File: src/logic/corePkg.sv
package corePkg;

    //////////////////////////////////////////////////////////////////////
    // Opcodes and function codes
    //////////////////////////////////////////////////////////////////////

    localparam logic [5:0] opSpecial = 6'h00;
    localparam logic [5:0] opJ       = 6'h02;
    localparam logic [5:0] opBeq     = 6'h04;
    localparam logic [5:0] opOri     = 6'h0d;
    localparam logic [5:0] opLui     = 6'h0f;
    localparam logic [5:0] opLw      = 6'h23;
    localparam logic [5:0] opSw      = 6'h2b;

    localparam logic [5:0] fnAddu = 6'h21;
    localparam logic [5:0] fnSubu = 6'h23;

    // Operand source select
    localparam logic [1:0] fwdNone = 2'd0;
    localparam logic [1:0] fwdMem  = 2'd1;
    localparam logic [1:0] fwdWb   = 2'd2;

    localparam int dmemWords    = 64;
    localparam int dmemAddrBits = $clog2(dmemWords);

    //////////////////////////////////////////////////////////////////////
    // Instruction word views
    //////////////////////////////////////////////////////////////////////

    typedef struct packed {
        logic [5:0] opcode;
        logic [4:0] rs;
        logic [4:0] rt;
        logic [4:0] rd;
        logic [4:0] shamt;
        logic [5:0] funct;
    } rFormatT;

    typedef struct packed {
        logic [5:0]  opcode;
        logic [4:0]  rs;
        logic [4:0]  rt;
        logic [15:0] imm16;
    } iFormatT;

    typedef union packed {
        rFormatT r;
        iFormatT i;
    } instrT;

    // Same operand mux in the comparator and in front of the ALU
    function automatic logic [31:0] fwdMux(
        input logic [1:0]  sel,
        input logic [31:0] regVal,
        input logic [31:0] memVal,
        input logic [31:0] wbVal
    );
        case (sel)
            fwdMem:  return memVal;
            fwdWb:   return wbVal;
            default: return regVal;
        endcase
    endfunction

endpackage

File: src/logic/decodeStage.sv
module decodeStage (
    input  logic           clk,
    input  logic           rst,
    input  logic           stall,
    input  corePkg::instrT instrD,
    input  logic [31:0]    pcPlus4D,
    input  logic           wbWe,
    input  logic [4:0]     wbReg,
    input  logic [31:0]    wbData,
    input  logic [31:0]    aluM,
    input  logic [1:0]     cmpASel,
    input  logic [1:0]     cmpBSel,
    output logic           redirect,
    output logic [31:0]    target,
    output corePkg::instrT instrE,
    output logic [31:0]    aE,
    output logic [31:0]    bE,
    output logic [31:0]    immE,
    output logic [4:0]     destE,
    output logic [31:0]    pcE
);

    logic [31:0] regFile [32];
    logic [4:0]  rs;
    logic [4:0]  rt;
    logic [31:0] rdA;
    logic [31:0] rdB;
    logic [31:0] cmpA;
    logic [31:0] cmpB;
    logic [31:0] imm;
    logic [31:0] branchOff;
    logic [4:0]  dest;
    logic        isBeq;
    logic        isJ;

    assign rs = instrD.r.rs;
    assign rt = instrD.r.rt;

    //////////////////////////////////////////////////////////////////////
    // Register file with write-first read
    //////////////////////////////////////////////////////////////////////

    always_ff @(posedge clk) begin
        if (wbWe) begin
            regFile[wbReg] <= wbData;
        end
    end

    assign rdA = (rs == 5'd0) ? '0 : (wbWe && wbReg == rs) ? wbData : regFile[rs];
    assign rdB = (rt == 5'd0) ? '0 : (wbWe && wbReg == rt) ? wbData : regFile[rt];

    //////////////////////////////////////////////////////////////////////
    // Branch and jump resolution
    //////////////////////////////////////////////////////////////////////

    assign cmpA = corePkg::fwdMux(cmpASel, rdA, aluM, wbData);
    assign cmpB = corePkg::fwdMux(cmpBSel, rdB, aluM, wbData);

    assign isBeq     = instrD.i.opcode == corePkg::opBeq;
    assign isJ       = instrD.i.opcode == corePkg::opJ;
    assign branchOff = {{14{instrD.i.imm16[15]}}, instrD.i.imm16, 2'b00};

    // Jump index is everything below the opcode
    assign target = isJ ? {pcPlus4D[31:28], instrD.i.rs, instrD.i.rt, instrD.i.imm16, 2'b00}
                        : pcPlus4D + branchOff;
    assign redirect = !stall && (isJ || (isBeq && cmpA == cmpB));

    always_comb begin
        case (instrD.i.opcode)
            corePkg::opOri: imm = {16'h0000, instrD.i.imm16};
            corePkg::opLui: imm = {instrD.i.imm16, 16'h0000};
            default:        imm = {{16{instrD.i.imm16[15]}}, instrD.i.imm16};
        endcase
    end

    // rd for R-format, rt for I-format writers, none otherwise
    always_comb begin
        case (instrD.i.opcode)
            corePkg::opSpecial: begin
                if (instrD.r.funct == corePkg::fnAddu || instrD.r.funct == corePkg::fnSubu) begin
                    dest = instrD.r.rd;
                end else begin
                    dest = 5'd0;
                end
            end
            corePkg::opOri, corePkg::opLui, corePkg::opLw: dest = rt;
            default: dest = 5'd0;
        endcase
    end

    // ID/EX
    always_ff @(posedge clk) begin
        if (rst || stall) begin
            instrE <= '0;
            destE  <= '0;
        end else begin
            instrE <= instrD;
            destE  <= dest;
        end
    end

    always_ff @(posedge clk) begin
        aE   <= rdA;
        bE   <= rdB;
        immE <= imm;
        pcE  <= pcPlus4D - 32'd4;
    end

endmodule

File: src/logic/executeStage.sv
module executeStage (
    input  logic           clk,
    input  logic           rst,
    input  corePkg::instrT instrE,
    input  logic [31:0]    aE,
    input  logic [31:0]    bE,
    input  logic [31:0]    immE,
    input  logic [4:0]     destE,
    input  logic [31:0]    pcE,
    input  logic [31:0]    wbData,
    input  logic [1:0]     aluASel,
    input  logic [1:0]     aluBSel,
    output corePkg::instrT instrM,
    output logic [31:0]    aluM,
    output logic [31:0]    storeM,
    output logic [4:0]     destM,
    output logic [31:0]    pcM
);

    logic [31:0] opA;
    logic [31:0] fwdB;
    logic [31:0] opB;
    logic [31:0] aluOut;

    assign opA  = corePkg::fwdMux(aluASel, aE, aluM, wbData);
    assign fwdB = corePkg::fwdMux(aluBSel, bE, aluM, wbData);
    assign opB  = (instrE.r.opcode == corePkg::opSpecial) ? fwdB : immE;

    always_comb begin
        case (instrE.r.opcode)
            corePkg::opSpecial: begin
                case (instrE.r.funct)
                    corePkg::fnAddu: aluOut = opA + opB;
                    corePkg::fnSubu: aluOut = opA - opB;
                    default:         aluOut = '0;
                endcase
            end
            corePkg::opOri:              aluOut = opA | opB;
            // Immediate arrives already shifted
            corePkg::opLui:              aluOut = opB;
            corePkg::opLw, corePkg::opSw: aluOut = opA + opB;
            default:                     aluOut = '0;
        endcase
    end

    // EX/MEM
    always_ff @(posedge clk) begin
        if (rst) begin
            instrM <= '0;
            destM  <= '0;
        end else begin
            instrM <= instrE;
            destM  <= destE;
        end
    end

    always_ff @(posedge clk) begin
        aluM   <= aluOut;
        storeM <= fwdB;
        pcM    <= pcE;
    end

endmodule

File: src/logic/fetchStage.sv
module fetchStage (
    input  logic           clk,
    input  logic           rst,
    input  logic           stall,
    input  logic           redirect,
    input  logic [31:0]    target,
    input  logic [31:0]    imemData,
    output logic [31:0]    imemAddr,
    output corePkg::instrT instrD,
    output logic [31:0]    pcPlus4D
);

    logic [31:0] pc;
    logic [31:0] pcPlus4;
    logic [31:0] pcNext;

    assign imemAddr = pc;
    assign pcPlus4  = pc + 32'd4;

    // Hold wins over a redirect; decode re-issues it after the stall
    always_comb begin
        if (stall) begin
            pcNext = pc;
        end else if (redirect) begin
            pcNext = target;
        end else begin
            pcNext = pcPlus4;
        end
    end

    always_ff @(posedge clk) begin
        if (rst) begin
            pc <= '0;
        end else begin
            pc <= pcNext;
        end
    end

    // IF/ID
    always_ff @(posedge clk) begin
        if (rst) begin
            instrD <= '0;
        end else if (!stall) begin
            instrD <= imemData;
        end
    end

    always_ff @(posedge clk) begin
        if (!stall) begin
            pcPlus4D <= pcPlus4;
        end
    end

endmodule

File: src/logic/hazardUnit.sv
module hazardUnit (
    input  corePkg::instrT instrD,
    input  corePkg::instrT instrE,
    input  logic [4:0]     destE,
    input  logic [4:0]     destM,
    input  logic [4:0]     wbReg,
    input  logic           wbWe,
    input  logic           loadInE,
    input  logic           loadInM,
    output logic           stall,
    output logic [1:0]     cmpASel,
    output logic [1:0]     cmpBSel,
    output logic [1:0]     aluASel,
    output logic [1:0]     aluBSel
);

    logic [4:0] rsD;
    logic [4:0] rtD;
    logic       useRsD;
    logic       useRtD;
    logic       isBeqD;
    logic       hitE;
    logic       hitM;
    logic       loadUse;
    logic       branchWait;

    function automatic logic [1:0] pickSrc(input logic [4:0] src, input logic [4:0] memDest,
                                           input logic [4:0] wbDest, input logic wbValid);
        if (src != 5'd0 && src == memDest) begin
            return corePkg::fwdMem;
        end else if (wbValid && src == wbDest) begin
            return corePkg::fwdWb;
        end
        return corePkg::fwdNone;
    endfunction

    assign rsD    = instrD.r.rs;
    assign rtD    = instrD.r.rt;
    assign isBeqD = instrD.i.opcode == corePkg::opBeq;

    // sw data in rt is caught later by store forwarding
    assign useRsD = instrD.i.opcode inside {corePkg::opSpecial, corePkg::opOri,
                                            corePkg::opLw, corePkg::opSw, corePkg::opBeq};
    assign useRtD = instrD.i.opcode inside {corePkg::opSpecial, corePkg::opBeq};

    assign hitE = destE != 5'd0 && ((useRsD && rsD == destE) || (useRtD && rtD == destE));
    assign hitM = destM != 5'd0 && (rsD == destM || rtD == destM);

    assign loadUse    = loadInE && hitE;
    assign branchWait = isBeqD && (hitE || (loadInM && hitM));
    assign stall      = loadUse || branchWait;

    assign cmpASel = pickSrc(rsD, destM, wbReg, wbWe);
    assign cmpBSel = pickSrc(rtD, destM, wbReg, wbWe);
    assign aluASel = pickSrc(instrE.r.rs, destM, wbReg, wbWe);
    assign aluBSel = pickSrc(instrE.r.rt, destM, wbReg, wbWe);

endmodule

File: src/logic/memoryStage.sv
module memoryStage (
    input  logic           clk,
    input  logic           rst,
    input  corePkg::instrT instrM,
    input  logic [31:0]    aluM,
    input  logic [31:0]    storeM,
    input  logic [4:0]     destM,
    input  logic [31:0]    pcM,
    output logic           wbWe,
    output logic [4:0]     wbReg,
    output logic [31:0]    wbData,
    output logic [31:0]    wbPc
);

    logic [31:0]                     dmem [corePkg::dmemWords];
    logic [corePkg::dmemAddrBits-1:0] wordAddr;
    logic [31:0]                     storeData;
    logic                            isLw;
    logic                            isSw;

    assign wordAddr = aluM[corePkg::dmemAddrBits+1:2];
    assign isLw     = instrM.i.opcode == corePkg::opLw;
    assign isSw     = instrM.i.opcode == corePkg::opSw;

    // A load just ahead of the store may still be retiring
    assign storeData = (wbWe && wbReg == instrM.i.rt) ? wbData : storeM;

    always_ff @(posedge clk) begin
        if (isSw) begin
            dmem[wordAddr] <= storeData;
        end
    end

    // MEM/WB
    always_ff @(posedge clk) begin
        if (rst) begin
            wbWe  <= 1'b0;
            wbReg <= '0;
        end else begin
            wbWe  <= destM != 5'd0;
            wbReg <= destM;
        end
    end

    always_ff @(posedge clk) begin
        wbData <= isLw ? dmem[wordAddr] : aluM;
        wbPc   <= pcM;
    end

endmodule

File: src/logic/pipelineCore.sv
module pipelineCore (
    input  logic        clk,
    input  logic        rst,
    input  logic [31:0] imemData,
    output logic [31:0] imemAddr,
    output logic        wbWe,
    output logic [4:0]  wbReg,
    output logic [31:0] wbData,
    output logic [31:0] wbPc
);

    corePkg::instrT instrD;
    corePkg::instrT instrE;
    corePkg::instrT instrM;
    logic [31:0]    pcPlus4D;
    logic [31:0]    target;
    logic           redirect;
    logic           stall;
    logic [31:0]    aE;
    logic [31:0]    bE;
    logic [31:0]    immE;
    logic [4:0]     destE;
    logic [31:0]    pcE;
    logic [31:0]    aluM;
    logic [31:0]    storeM;
    logic [4:0]     destM;
    logic [31:0]    pcM;
    logic [1:0]     cmpASel;
    logic [1:0]     cmpBSel;
    logic [1:0]     aluASel;
    logic [1:0]     aluBSel;
    logic           loadInE;
    logic           loadInM;

    assign loadInE = instrE.i.opcode == corePkg::opLw;
    assign loadInM = instrM.i.opcode == corePkg::opLw;

    fetchStage fetch (
        .clk(clk), .rst(rst), .stall(stall), .redirect(redirect), .target(target),
        .imemData(imemData), .imemAddr(imemAddr), .instrD(instrD), .pcPlus4D(pcPlus4D)
    );

    decodeStage decode (
        .clk(clk), .rst(rst), .stall(stall), .instrD(instrD), .pcPlus4D(pcPlus4D),
        .wbWe(wbWe), .wbReg(wbReg), .wbData(wbData), .aluM(aluM),
        .cmpASel(cmpASel), .cmpBSel(cmpBSel), .redirect(redirect), .target(target),
        .instrE(instrE), .aE(aE), .bE(bE), .immE(immE), .destE(destE), .pcE(pcE)
    );

    executeStage execute (
        .clk(clk), .rst(rst), .instrE(instrE), .aE(aE), .bE(bE), .immE(immE),
        .destE(destE), .pcE(pcE), .wbData(wbData), .aluASel(aluASel), .aluBSel(aluBSel),
        .instrM(instrM), .aluM(aluM), .storeM(storeM), .destM(destM), .pcM(pcM)
    );

    memoryStage memory (
        .clk(clk), .rst(rst), .instrM(instrM), .aluM(aluM), .storeM(storeM),
        .destM(destM), .pcM(pcM), .wbWe(wbWe), .wbReg(wbReg), .wbData(wbData), .wbPc(wbPc)
    );

    hazardUnit hazard (
        .instrD(instrD), .instrE(instrE), .destE(destE), .destM(destM),
        .wbReg(wbReg), .wbWe(wbWe), .loadInE(loadInE), .loadInM(loadInM),
        .stall(stall), .cmpASel(cmpASel), .cmpBSel(cmpBSel),
        .aluASel(aluASel), .aluBSel(aluBSel)
    );

endmodule

File: config.mk
export PLATFORM = sky130hd
export DESIGN_NAME = pipelineCore
export DESIGN_NICKNAME = d
export VERILOG_FILES = /design/src/logic/corePkg.sv /design/src/logic/decodeStage.sv /design/src/logic/executeStage.sv /design/src/logic/fetchStage.sv /design/src/logic/hazardUnit.sv /design/src/logic/memoryStage.sv /design/src/logic/pipelineCore.sv
export SDC_FILE = /design/constraint.sdc
export NUM_CORES = 2
export LEC_CHECK = 0
export BUFFER_PORTS_ARGS = -buffer_cell sky130_fd_sc_hd__buf_2
export CAP_MARGIN = 5
export CORE_ASPECT_RATIO = 0.8
export CORE_MARGIN = 4
export CORE_UTILIZATION = 40
export CTS_CLUSTER_SIZE = 20
export DETAILED_ROUTE_END_ITERATION = 12
export MAX_ROUTING_LAYER = met4
export PLACE_DENSITY_LB_ADDON = 0.3
export SLEW_MARGIN = 5
export SYNTH_ARGS = -nofsm -noshare
export SYNTH_HDL_FRONTEND = slang
export SYNTH_HIERARCHICAL = 1
export SYNTH_SLANG_ARGS = --single-unit
export TNS_END_PERCENT = 1
File: constraint.sdc
create_clock -name clk -period 7.2 [get_ports clk]
set_input_delay 1.44 -clock clk [delete_from_list [all_inputs] [get_ports clk]]
set_output_delay 1.44 -clock clk [all_outputs]
set_load 0.02 [all_outputs]
# ---- After elaboration in Yosys (flattened, before gate mapping)
# Memory sizes are Yosys's and may differ from the RTL's. A register that Yosys moved wholly into a read port is not among the register bits.
# Index checks and enable logic that the tools add are counted.
dict set report op_classes {
  n_mux 46
  n_reduce_logical 42
  addsub 5
  n_eq_ne 38
  n_bitwise 1
}
# op count
set op_table {}
lappend op_table {{one-hot mux 32 bit (2 select lines)} 6}
lappend op_table {{two-way mux 32 bit} 9}
lappend op_table {{one-hot mux 32 bit (4 select lines)} 1}
lappend op_table {{equality test 5 bit} 13}
lappend op_table {{adder 32 bit} 2}
lappend op_table {{equality test 6 bit (second input constant)} 10}
lappend op_table {{nonzero test 5 bit} 7}
lappend op_table {{adder 32 x 3 -> 32 bit (second input constant)} 1}
lappend op_table {{equality test 32 bit} 1}
lappend op_table {{OR 32 bit} 1}
lappend op_table {{subtractor 32 x 3 -> 32 bit (second input constant)} 1}
lappend op_table {{subtractor 32 bit} 1}
lappend op_table {{two-way mux 5 bit} 5}
lappend op_table {{equality test 6 x 4 -> 1 bit (second input constant)} 4}
lappend op_table {{two-way mux 2 bit} 12}
lappend op_table {{logical AND 1 bit} 20}
lappend op_table {{logical NOT 6 bit} 2}
lappend op_table {{two-way mux 1 bit} 12}
lappend op_table {{logical NOT 5 bit} 2}
lappend op_table {{one-hot mux 5 bit (2 select lines)} 1}
lappend op_table {{equality test 2 x 1 -> 1 bit (second input constant)} 4}
lappend op_table {{equality test 2 bit (second input constant)} 4}
lappend op_table {{logical OR 1 bit} 7}
lappend op_table {{equality test 6 x 2 -> 1 bit (second input constant)} 1}
lappend op_table {{5 further kinds} 5}
dict set report word_totals {
  wordCells 152
  n_memories 2
  in_bits 34
  ramBits 3072
  output_inout_bits 102
  reg_bits 464
}
# name words word_bits read_ports rd_ports_with_merged_regs write_ports line_no
set memory_table {}
lappend memory_table {memory.dmem 64 32 1 1 1 memoryStage.sv:15} ;# logic [31:0] dmem [corePkg::dmemWords];
lappend memory_table {decode.regFile 32 32 2 2 1 decodeStage.sv:23} ;# logic [31:0] regFile [32];

# ---- Logic depth before layout (Yosys ltp)
dict set report depth {
  depth_word 12
  mapped_depth 26
  ltp_nobuf 22
}

# ---- Hierarchy
# Netlist, hierarchy kept.
# module seq_area_each_um2 cells_per_inst area_per_inst_um2 instances
set modules_own_cells {}
lappend modules_own_cells {memoryStage 62900.3 4269 80726.2 1}
lappend modules_own_cells {decodeStage 34052.7 3486 56117.6 1}
lappend modules_own_cells {executeStage 2662.6 1160 9300.2 1}
lappend modules_own_cells {fetchStage 2242.2 437 4416.7 1}
lappend modules_own_cells {hazardUnit 0.0 103 733.2 1}
lappend modules_own_cells {pipelineCore 0.0 4 28.8 1}

# ---- Least setup slack after synthesis
# No wires, ideal clock.
dict set report synth_path {
  path_kind {flip-flop to flip-flop}
  startpoint {register execute.destM[0]}
  endpoint {register execute.aluM[27]}
  t_arrival_ns 4.945
  path_buffers 4
  setup_slack_ns 2.133
  stages_incl_launch_ff 24
  setup_ns 0.122
  synth_period_minus_slack_ns 5.067
  required_ns 7.078
  path_cell_list {dfxtp_1 > clkbuf_1 > nor4_1 > nor3_1 > a21oi_1 > nor2_1 > nor2_1 > ha_1 > clkbuf_1 > clkbuf_1 > a22oi_1 > o21ai_0 > mux2i_1 > ha_1 > buf_4 > nor2_1 > a211oi_1 > a211oi_1 > or3b_1 > a21o_1 > a31oi_1 > o21ai_0 > xnor2_1 > a221o_1}
}
dict set report synth_via {
  elab_chain_len 10
  elab_cells_between_ends 22
  cone_classes {add/sub: 2; eq/ne: 6; mux: 11; bitwise: 1; reduce/logical: 2}
}
# item line_no
set synth_lines {}
lappend synth_lines {{start, declared} executeStage.sv:16} ;# output logic [4:0] destM,
lappend synth_lines {{start signal, assigned} executeStage.sv:53} ;# destM <= destE;
lappend synth_lines {{equality test 5 bit (*)} hazardUnit.sv:29} ;# if (src != 5'd0 && src == memDest) begin
lappend synth_lines {{logical AND 1 bit (*)} hazardUnit.sv:29}
lappend synth_lines {{two-way mux 2 bit / two-way mux 1 bit (equally long branches)} hazardUnit.sv:29}
lappend synth_lines {{two-way mux 2 bit (*)} hazardUnit.sv:34} ;# return corePkg::fwdNone;
lappend synth_lines {{net aluBSel[0]} pipelineCore.sv:31} ;# logic [1:0] aluBSel;
lappend synth_lines {{equality test 2 bit / equality test 2 x 1 -> 1 bit (equally long branches)} corePkg.sv:58} ;# case (sel)
lappend synth_lines {{one-hot mux 32 bit (2 select lines) (*)} corePkg.sv:58}
lappend synth_lines {{net execute.fwdB[3]} executeStage.sv:21} ;# logic [31:0] fwdB;
lappend synth_lines {{two-way mux 32 bit (*)} executeStage.sv:27} ;# assign opB = (instrE.r.opcode == corePkg::opSpecial) ? fwdB : immE;
lappend synth_lines {{subtractor 32 bit / adder 32 bit (equally long branches)} {executeStage.sv:34, executeStage.sv:33, executeStage.sv:41}}
lappend synth_lines {{one-hot mux 32 bit (2 select lines)} executeStage.sv:32} ;# case (instrE.r.funct)
lappend synth_lines {{one-hot mux 32 bit (4 select lines) (*)} executeStage.sv:30} ;# case (instrE.r.opcode)
lappend synth_lines {{net execute.aluOut[27]} executeStage.sv:23} ;# logic [31:0] aluOut;
lappend synth_lines {{end signal, assigned} executeStage.sv:58} ;# aluM <= aluOut;
lappend synth_lines {{end, declared} executeStage.sv:14} ;# output logic [31:0] aluM,
# Mark *: on every way through the listed nets, which the timed path passes. The rest lies on a longest branch.
# A chain may end at the register's enable or synchronous reset.

# ---- Worst setup path in the final report
dict set report layout_path {
  startpoint {register fetch/instrD[17] (netlist bit)}
  endpoint {register fetch.pc[27], in the netlist fetch/imemAddr[27]}
}
dict set report layout_via {
  elab_cells_between_ends 34
  cone_classes {eq/ne: 7; mux: 8; reduce/logical: 19}
}
# item line_no
set layout_lines {}
lappend layout_lines {{start, declared} fetchStage.sv:9} ;# output corePkg::instrT instrD,
lappend layout_lines {{start signal, assigned} fetchStage.sv:44} ;# instrD <= imemData;
lappend layout_lines {{equality test 5 bit} decodeStage.sv:50} ;# assign rdB = (rt == 5'd0) ? '0 : (wbWe && wbReg == rt) ? wbData : regFile[rt];
lappend layout_lines {{logical AND 1 bit} decodeStage.sv:50}
lappend layout_lines {{two-way mux 32 bit} decodeStage.sv:50}
lappend layout_lines {{two-way mux 32 bit (*)} decodeStage.sv:50}
lappend layout_lines {{net decode.rdB[27]} decodeStage.sv:27} ;# logic [31:0] rdB;
lappend layout_lines {{one-hot mux 32 bit (2 select lines) (*)} corePkg.sv:58}
lappend layout_lines {{equality test 32 bit (*)} decodeStage.sv:66} ;# assign redirect = !stall && (isJ || (isBeq && cmpA == cmpB));
lappend layout_lines {{logical AND 1 bit (*)} decodeStage.sv:66}
lappend layout_lines {{logical OR 1 bit (*)} decodeStage.sv:66}
lappend layout_lines {{logical AND 1 bit (*)} decodeStage.sv:66}
lappend layout_lines {{net redirect} pipelineCore.sv:17} ;# logic redirect;
lappend layout_lines {{two-way mux 32 bit (*)} fetchStage.sv:24} ;# end else if (redirect) begin
lappend layout_lines {{end signal, assigned} fetchStage.sv:35} ;# pc <= pcNext;
lappend layout_lines {{end, declared} fetchStage.sv:13} ;# logic [31:0] pc;
# Marked as above.

==> results.md <==
* Die Y at 557 um
* Post-route DRC at 0
* Nets@finish at 9801
* Reg clk slew, reported paths at 60 ps
* Sink Count at 3505
* Syn avg cell area at 16.0 sq um
* Clock Latency Late Sink at 1000 ps
* Violations in the final reports: capacitance limit, slew limit
* CP required at 8020 ps
* Core area at 375000 sq um
* Slew headroom at -2.45%
* # rows at 201
* Worst-path fanout max at 100
* Yosys warning count at 6
* Post-Place Setup Slack at 678 ps
* GP Congestion at 0.977
* Max clock buf depth at 4
* WL per Instance at 35.7 um
* HP Class: flop to flop
* Routed WL at 533 mm
* Final hold viol count at 0
* DP HPWL at 325 mm
* Period minus WS final at 6780 ps
* Maxcap violations at 2
* Syn Inst Count at 9396
* Initial detailed-routing violation count at 16503
* Startpoint types: flop
* CTS Hold Bufs at 0
* Max rail drop VDD at 0.212 mV
* P&R area growth vs syn at 13.0%
* Delay of the slowest critical-path stage at 1050 ps
* Final ANT Viol Nets at 0
* I/O pin cnt at 136
* Pins Over Slew Limit at 2
* P_leak at 55.4 nW
* Port Buffers at 135
* Global route total overflow at 0
* Synth Cell Area at 151000 sq um
* Initial antenna violation count at 31
* Crit path DAT at 7600 ps
* Post-synth net total at 9566
* TNS Setup at 0 ps
* Die width at 694 um
* Largest net degree at the start of global routing at 101
* Cells along the critical path: buf_12 -> buf_12 -> mux4_2 -> mux2i_1 -> mux4_2 -> a211oi_1 -> o21ai_0 -> xnor2_1 -> nand4_1 -> nor4_2 -> a22o_2 -> clkinv_1 -> nor2_1 -> buf_4 -> a22oi_1 -> a221oi_1
* Vias/cell at 6.49
* TritonCTS Buffers at 355
* Post-Route Skew at 131 ps
* GR Util All Layers at 27.6%
* Tot Pwr at 48.6 mW
* Final Worst Setup Slack at 419 ps
* H-Tree Level Count at 5
* RSZ-0062 raised after global routing: false
* CTS tree: done
* Setup Fix Bufs, Post-CTS at 0
* # fillers at 32146
* Fin crit share at 94.2%
* Crit Path Class: flop to flop
* CP Capture Type: flop
* Slowest stage cell, crit path: a211oi_1
* Drt pass-1 iters at 9
* Root buffer cell: clkbuf_16
* Via count at 96840
* Power per Cell Area at 286 nW/um^2
* Max Clk Rate at 147 MHz
* Die area at 386000 sq um
* Layout cell share with drive strength beyond 1 at 21.0%
* Status: finished with violations
* First-pass GRT wire length at 735 mm
* Cts repair resizes at 0
* Worst-margin pin slew at 1540 ps
* Vias in the first global route at 91304
* Final setup fails at 0
* Initial core utilization at 40.2%
-- worst paths after layout --
path | end | slack [ps] | start | cells past startpoint
setup / recovery | fetch/imemAddr[27] | 420 | fetch/instrD[17] | 16
hold / removal | execute/pcM[19] | 320 | decode/pcE[19] | 0
setup reg to reg | fetch/imemAddr[27] | 420 | fetch/instrD[17] | 16
hold reg to reg | execute/pcM[19] | 320 | decode/pcE[19] | 0
-- layout make-up --
| class | instances | area (sq um) | share of cell area (%) |
|---|---|---|---|
| clock buffers | 457 | 9540 | 5.61 |
| inverters | 139 | 532 | 0.313 |
| flip-flops and latches | 3505 | 101000 | 59.6 |
| well taps | 4973 | 6220 | 3.66 |
| repair buffers | 531 | 4040 | 2.37 |
| diodes | 21 | 52.6 | 0.0309 |
| clock inverters | 189 | 2050 | 1.20 |
| multi-input cells | 5099 | 46400 | 27.3 |
-- cell usage in the layout (no fill, tap or decap), types with 49 or more instances in the layout --
cell and n:
clkinv_1 68, xor2_1 93, inv_1 131, a21o_1 64
buf_4 364, nand3_1 64, a22oi_1 263, o21ai_0 306
clkbuf_16 362, nand2_1 366, clkinv_2 52, nor3_1 77
edfxtp_1 3104, a22o_1 53, nor2_1 444, nor2b_1 106
a221o_1 62, nor2_4 102, o22ai_1 175, a21oi_1 335
a211oi_1 92, o221ai_1 49, xnor2_1 88, a221oi_1 253
mux2_2 206, dfxtp_1 372, mux4_2 606, clkbuf_1 83
mux2i_1 539, buf_2 134, ha_1 131
-- report_power, final --
part / total [mW] / switching [mW] / internal, mW
Combinational: 6.61 / 4.78 / 1.83
Sequential: 23.5 / 0.413 / 23.1
Clock: 18.6 / 8.09 / 10.5
Total: 48.6 / 13.3 / 35.4
-- state kept, by name, summed over array words and instances (netlist names) --
| signal | count |
|---|---|
| execute/aluM | 32 |
| decode/destE | 5 |
| execute/instrM | 11 |
| execute/storeM | 32 |
| memory/wbPc | 32 |
| memory/dmem | 2048 |
| memory/wbReg | 5 |
| decode/regFile | 1024 |
| memory/wbWe | 1 |
| fetch/pcPlus4D | 32 |
| decode/aE | 32 |
| decode/pcE | 32 |
| decode/bE | 32 |
| execute/pcM | 32 |
| decode/instrE | 22 |
| fetch/instrD | 32 |
| memory/wbData | 32 |
| execute/destM | 5 |
| fetch/imemAddr | 32 |
| decode/immE | 32 |
-- metrics by stage --
stage / hold WS, ps / cell area [sq um] / utilization (%) / std cells
after floorplan: 310 / 151000 / - / 9396
after global placement: 310 / 158000 / 42.3 / 14244
after detailed placement: 312 / 158000 / 42.3 / 14244
after CTS: 319 / 170000 / 45.4 / 14890
after global routing: 322 / 170000 / 45.4 / 14906
final: 319 / 170000 / 45.4 / 14914
-- routing by layer --
layer / share of wire [%] / GRT usage [%] / routed length [um] / vias up
li1: - / - / - / 38446
met1: 39 / 38.4 / 210000 / 49990
met2: 42 / 37.8 / 223000 / 7277
met3: 15 / 8.98 / 78500 / 1127
met4: 3.9 / 9.19 / 20800 / 0
met5: 0 / - / 0 / -
-- critical path, delay by kind of cell (launching register included) --
kind / cells / cell delay [ps]
buffers and inverters: 4 / 1430
and+or+nand+nor: 3 / 940
xor gates and xnor gates: 1 / 260
DFF: 1 / 480
AOI/OAI and AO/OA: 5 / 2190
muxes: 3 / 990
(Power assumes the default switching activity.)
